$ cat config.mk
export PLATFORM = sky130hd
export DESIGN_NAME = rename_stage
export DESIGN_NICKNAME = d
export VERILOG_FILES = /design/src/hw/rob_pkg.sv /design/src/hw/rename_stage.sv
export SDC_FILE = /design/constraint.sdc
export NUM_CORES = 1
export LEC_CHECK = 0
export BUFFER_PORTS_ARGS = -buffer_cell sky130_fd_sc_hd__buf_2
export CELL_PAD_IN_SITES_DETAIL_PLACEMENT = 1
export CELL_PAD_IN_SITES_GLOBAL_PLACEMENT = 2
export CORE_MARGIN = 2
export CORE_UTILIZATION = 31
export DETAILED_ROUTE_END_ITERATION = 7
export PLACE_DENSITY = 0.94
export SLEW_MARGIN = 20
export SYNTH_ARGS = -nofsm -noshare
export SYNTH_HDL_FRONTEND = slang
export SYNTH_SLANG_ARGS = --single-unit
$ cat constraint.sdc
create_clock -name in_clk -period 3.9 [get_ports in_clk]
set_input_delay 0.78 -clock in_clk [delete_from_list [all_inputs] [get_ports in_clk]]
set_output_delay 0.78 -clock in_clk [all_outputs]
set_load 0.03 [all_outputs]
$ cat src/hw/rob_pkg.sv
package rob_pkg;

  localparam int GPR_W     = 64;
  localparam int GPR_COUNT = 32;
  localparam int GPR_IDX_W = $clog2(GPR_COUNT);
  localparam int ROB_DEPTH = 8;
  localparam int ROB_IDX_W = $clog2(ROB_DEPTH);

  typedef logic [3:0]           nzcv_t;  // N Z C V, N in the msb
  typedef logic [1:0]           fu_t;
  typedef logic [3:0]           fu_op_t;
  typedef logic [3:0]           cond_t;
  typedef logic [GPR_IDX_W-1:0] gpr_idx_t;
  typedef logic [ROB_IDX_W-1:0] rob_idx_t;
  typedef logic [GPR_W-1:0]     gpr_val_t;

  // Decoded instruction as it arrives from decode
  typedef struct packed {
    gpr_idx_t dst;
    gpr_idx_t src1;
    gpr_idx_t src2;
    logic     set_nzcv;
    logic     uses_nzcv;
    fu_t      fu_id;
    fu_op_t   fu_op;
    cond_t    cond;
  } issue_instr_t;

  // Either a value or the ROB slot that will produce it
  typedef struct packed {
    logic     valid;
    gpr_val_t value;
    rob_idx_t rob_index;
  } gpr_opnd_t;

  typedef struct packed {
    logic     valid;
    nzcv_t    flags;
    rob_idx_t rob_index;
  } nzcv_opnd_t;

  typedef struct packed {
    gpr_idx_t   dst;
    gpr_opnd_t  src1;
    gpr_opnd_t  src2;
    nzcv_opnd_t nzcv;
    logic       set_nzcv;
    logic       uses_nzcv;
    fu_t        fu_id;
    fu_op_t     fu_op;
    cond_t      cond;
  } rename_req_t;

  typedef struct packed {
    rob_idx_t   dst_rob_index;
    gpr_opnd_t  src1;
    gpr_opnd_t  src2;
    nzcv_opnd_t nzcv;
    logic       set_nzcv;
    logic       uses_nzcv;
    fu_t        fu_id;
    fu_op_t     fu_op;
    cond_t      cond;
  } rs_dispatch_t;

  typedef struct packed {
    rob_idx_t rob_index;
    gpr_val_t value;
    logic     set_nzcv;
    nzcv_t    nzcv;
  } fu_result_t;

  typedef struct packed {
    rob_idx_t rob_index;
    gpr_val_t value;
    logic     set_nzcv;
    nzcv_t    nzcv;
  } broadcast_t;

  typedef struct packed {
    gpr_idx_t gpr_index;
    gpr_val_t value;
    logic     set_nzcv;
    nzcv_t    nzcv;
    rob_idx_t rob_index;
  } commit_t;

  typedef struct packed {
    logic     done;
    gpr_idx_t gpr_index;
    gpr_val_t value;
    logic     set_nzcv;
    nzcv_t    nzcv;
  } rob_entry_t;

endpackage
$ cat src/hw/rename_stage.sv
`timescale 1ns/100ps

module rename_stage (
  input  logic                  in_clk,
  input  logic                  in_rst_n,
  input  logic                  issue_valid,
  input  rob_pkg::issue_instr_t issue_instr,
  output logic                  issue_ready,
  input  logic                  rob_ready,
  input  rob_pkg::rob_idx_t     next_rob_index,
  output logic                  alloc_valid,
  output rob_pkg::rename_req_t  rename_req,
  output rob_pkg::gpr_idx_t     rd_src1_idx,
  output rob_pkg::gpr_idx_t     rd_src2_idx,
  input  rob_pkg::gpr_val_t     rd_src1_value,
  input  rob_pkg::gpr_val_t     rd_src2_value,
  input  rob_pkg::nzcv_t        rd_nzcv,
  input  logic                  commit_valid,
  input  rob_pkg::commit_t      commit
);

  // Register status table
  logic [rob_pkg::GPR_COUNT-1:0] gpr_pending;
  rob_pkg::rob_idx_t             gpr_tag [rob_pkg::GPR_COUNT];
  logic                          nzcv_pending;
  rob_pkg::rob_idx_t             nzcv_tag;

  function automatic rob_pkg::gpr_opnd_t lookup_gpr(
    input logic              pending,
    input rob_pkg::rob_idx_t tag,
    input rob_pkg::gpr_val_t rf_value,
    input logic              bypass_hit,
    input rob_pkg::gpr_val_t bypass_value
  );
    rob_pkg::gpr_opnd_t opnd;
    opnd.rob_index = tag;
    opnd.valid     = !pending || bypass_hit;
    opnd.value     = pending ? bypass_value : rf_value;
    return opnd;
  endfunction

  assign issue_ready = rob_ready;
  assign alloc_valid = issue_valid && rob_ready;
  assign rd_src1_idx = issue_instr.src1;
  assign rd_src2_idx = issue_instr.src2;

  always_comb begin
    rename_req.dst  = issue_instr.dst;
    // Commit in flight this cycle counts as resolved
    rename_req.src1 = lookup_gpr(gpr_pending[issue_instr.src1], gpr_tag[issue_instr.src1],
                                 rd_src1_value,
                                 commit_valid && commit.rob_index == gpr_tag[issue_instr.src1],
                                 commit.value);
    rename_req.src2 = lookup_gpr(gpr_pending[issue_instr.src2], gpr_tag[issue_instr.src2],
                                 rd_src2_value,
                                 commit_valid && commit.rob_index == gpr_tag[issue_instr.src2],
                                 commit.value);

    rename_req.nzcv.rob_index = nzcv_tag;
    rename_req.nzcv.valid     = !nzcv_pending || (commit_valid && commit.rob_index == nzcv_tag);
    rename_req.nzcv.flags     = nzcv_pending ? commit.nzcv : rd_nzcv;

    rename_req.set_nzcv  = issue_instr.set_nzcv;
    rename_req.uses_nzcv = issue_instr.uses_nzcv;
    rename_req.fu_id     = issue_instr.fu_id;
    rename_req.fu_op     = issue_instr.fu_op;
    rename_req.cond      = issue_instr.cond;
  end

  always_ff @(posedge in_clk or negedge in_rst_n) begin
    if (!in_rst_n) begin
      gpr_pending  <= '0;
      nzcv_pending <= 1'b0;
      nzcv_tag     <= '0;
      for (int i = 0; i < rob_pkg::GPR_COUNT; i++) begin
        gpr_tag[i] <= '0;
      end
    end else begin
      // Only the latest producer may clear the entry
      if (commit_valid && gpr_tag[commit.gpr_index] == commit.rob_index) begin
        gpr_pending[commit.gpr_index] <= 1'b0;
      end
      if (commit_valid && commit.set_nzcv && nzcv_tag == commit.rob_index) begin
        nzcv_pending <= 1'b0;
      end
      // Later in the block, so a new mapping beats the clear
      if (alloc_valid) begin
        gpr_pending[issue_instr.dst] <= 1'b1;
        gpr_tag[issue_instr.dst]     <= next_rob_index;
        if (issue_instr.set_nzcv) begin
          nzcv_pending <= 1'b1;
          nzcv_tag     <= next_rob_index;
        end
      end
    end
  end

endmodule

==> out/metrics.yaml <==
critical_path:
  r2r_cells: 7
  critPathMaxFanout: 5
  cp_data_arrival_time_ps: 3200
  start_kind: "input port"
  slowest_stage: "mux4_2"
  max_stage_delay_ps: 530
  setup.worst_path.end_class: "output port"
  worstPathCellList: "buf_12, buf_12, mux4_2, mux4_2, mux2i_4, buf_6, buf_12, clkbuf_16, mux2_4, buf_6"
  cp.required_ps: 3120
  cp_common_cell: "buf_12"
  worstSetupPathType: "input port to output port"
clocking:
  clk_path_buf_depth: 2
  cts.sinks: 132
  cts_tree: "yes"
  cts_hold_buffers: 0
  insertion_delay_ps: 440
  clkSlewWorstSetupHoldPaths_ps: 60
  cts_max_level: 4
  cts_root_buf: "clkbuf_16"
  cts_made_buffers: 17
detailed_routing:
  vias: 10238
  viasPerCell: 6.00
  drt_wl_total_mm: 59.1
  drt_iter0_markers: 1066
  drc: 0
  wl_per_cell_um: 34.7
  ant_nets: 0
  first_pass_iters: 5
floorplanning:
  core_area_mm2: 0.0325
  start_util: 0.316
  die_x_um: 186
  die_y_um: 186
  core.rowCount: 66
  ioPinCount: 417
  die_area_mm2: 0.0346
placement:
  place_congestion: 0.952
  dp_hpwl_mm: 44.3
  dpl-instance-area_mm2: 0.0129
  portBuffers: 394
  dp_slack_ps: -184
layout:
  final_area_mm2: 0.0150
  drive_gt1_frac: 0.598
  nets: 1488
  multi_input_area_mm2: 0.00671
  seqCellArea_mm2: 0.00330
  area_growth_pct: 46.2
  fillers: 3545
timing:
  maxSlewViolCount: 0
  period_share: 1.02
  max-slew-margin-rel: 0.378
  fin_ws_ps: -84.2
  hold_slack_ps: 482
  fin_skew_ps: 11.4
  tightest_slew_ps: 933
  setup_viol: 92
  min_period_ps: 3980
  rsz0062_at_grt: "true"
  fmax_mhz: 251
  hold_viol: 0
logic_synthesis:
  synth_area_mm2: 0.0103
  synth_edf_count: 0
  ys_types: 44
  synth-seq-area-share: 0.322
  ys.flop_type: "dfrtp_1"
  syn_nets: 1094
  synth_cells: 850
  synth.avg_cell_area_um2: 12.1
  yosys_warnings: 0
  synthArstFlopShare: 1.00
  synth_seq_cells: 132
power_and_ir_drop:
  leakage_nw: 7.11
  ir_drop_mv: 0.296
  power_per_cell_area_mw_per_mm2: 491
  power_mw: 7.36
grt:
  overflow: 0
  antenna_found_initial: 19
  grt_usage: 0.332
  grt_pass1_wl_mm: 80.0
  grt_max_degree: 71
  grt_pass1_vias: 10499
run:
  max_cap_viol_count: 0
outcome:
  violations: "setup timing"
  outcome: "finished, violations left"
hold_path:
  hp-class: "input port to asynchronous set/reset pin"
registers in the layout, summed over array words and instances (netlist names):
name / flops
gpr_pending: 32
gpr_tag: 96
nzcv_pending: 1
nzcv_tag: 3
routing by layer:
layer / vias up / routed length [µm] / global-route usage
met1: 5300 / 22100 / 0.404
met5: - / 137 / 0
met3: 193 / 5720 / 0.0963
met2: 679 / 28300 / 0.538
li1: 4046 / - / -
met4: 20 / 2860 / 0.159
where the power goes:
group          internal, mW  switching, mW
Clock                  1.05          0.657
Sequential             1.58          0.236
Combinational          1.87           1.97
critical path: cells and delay by family:
kind / cells / cell delay, ps
multiplexers: 4 / 1570
buffers and inverters: 6 / 850
area by class of cell:
type                            count  area share
Multi-Input combinational cell    606       0.447
Timing Repair Buffer              464       0.248
Sequential cell                   132       0.220
Tap cell                          442      0.0369
Clock buffer                       20      0.0311
Clock inverter                     12      0.0102
Inverter                           23     0.00575
Antenna cell                        6     0.00100
metrics by stage:
| step | cells | TNS [ps] | utilization |
|---|---|---|---|
| after floorplan | 850 | 0 | - |
| after global placement | 1646 | -3100 | 0.395 |
| after detailed placement | 1646 | -9440 | 0.395 |
| after CTS | 1693 | -1730 | 0.448 |
| after global routing | 1701 | -7580 | 0.461 |
| final | 1705 | -4000 | 0.461 |
kinds of logic (layout without fill, tap and decap cells):
kind of cell | count (synthesis) | after routing | share of synthesized area
AOI/OAI and AO/OA | 90 | 90 | 0.0551
xor gates and xnor gates | 10 | 10 | 0.00926
buffers and inverters | 112 | 519 | 0.0628
DFF | 132 | 132 | 0.322
muxes | 365 | 365 | 0.475
other | 0 | 6 | 0
and+or+nand+nor | 141 | 141 | 0.0758
synth_stat cells, types with 3 or more instances:
master | instances | area, µm²
o22ai_1 | 21 | 131
nor2_1 | 49 | 184
or4b_1 | 3 | 30.0
nand4_1 | 4 | 25.0
nor4_1 | 6 | 37.5
mux4_2 | 74 | 1670
mux2_1 | 171 | 1930
buf_2 | 26 | 130
nand4b_1 | 4 | 35.0
clkbuf_1 | 22 | 82.6
mux2i_1 | 51 | 510
nor3_4 | 4 | 65.1
a21oi_1 | 22 | 110
o31a_1 | 4 | 35.0
nand2b_1 | 6 | 37.5
a31oi_1 | 28 | 175
xnor2_1 | 9 | 78.8
nand3b_1 | 4 | 30.0
o21ai_0 | 4 | 20.0
and2_1 | 5 | 31.3
nand2_1 | 24 | 90.1
inv_1 | 22 | 82.6
nor3_1 | 7 | 35.0
mux2_2 | 69 | 777
buf_4 | 31 | 233
buf_6 | 10 | 113
and3_1 | 3 | 18.8
nand3_1 | 9 | 45.0
dfrtp_1 | 132 | 3300
nor3b_1 | 4 | 30.0
timing repair:
| action | 4_1_cts | 5_1_grt |
|---|---|---|
| cloned | 6 | 7 |
| setup endpoints to repair | 109 | 127 |
| setup buffers | 9 | 0 |
| resized for setup | 282 | 104 |
| pin swaps | 2 | 3 |
final timing paths:
kind	slack (ps)	to	startpoint
worst max-delay path	-80	rename_req[129]	issue_instr[17]
worst min-delay path	480	gpr_tag[57]	in_rst_n
worst max register to register	1140	gpr_pending[11]	gpr_tag[84]
worst min register to register	540	gpr_tag[18]	gpr_tag[18]
max in group asynchronous	2510	gpr_tag[62]	in_rst_n
min in group in_clk	540	gpr_tag[18]	gpr_tag[18]
layout by cell type (no fill, tap or decap), types with 5 or more instances in the layout:
cell type,count
buf_2,277
dfrtp_1,132
buf_6,107
mux2_4,91
mux2_2,75
mux2_1,74
mux4_2,74
mux2i_1,49
nor2_1,49
buf_4,42
a31oi_1,28
nand2_1,24
clkbuf_16,24
inv_1,22
a21oi_1,22
o22ai_1,21
buf_12,20
nand3_1,9
xnor2_1,8
nor3_1,7
diode_2,6
nor4_1,6
nand2b_1,6
buf_16,6
and2_1,5
Power figures use the tool's default switching activity.
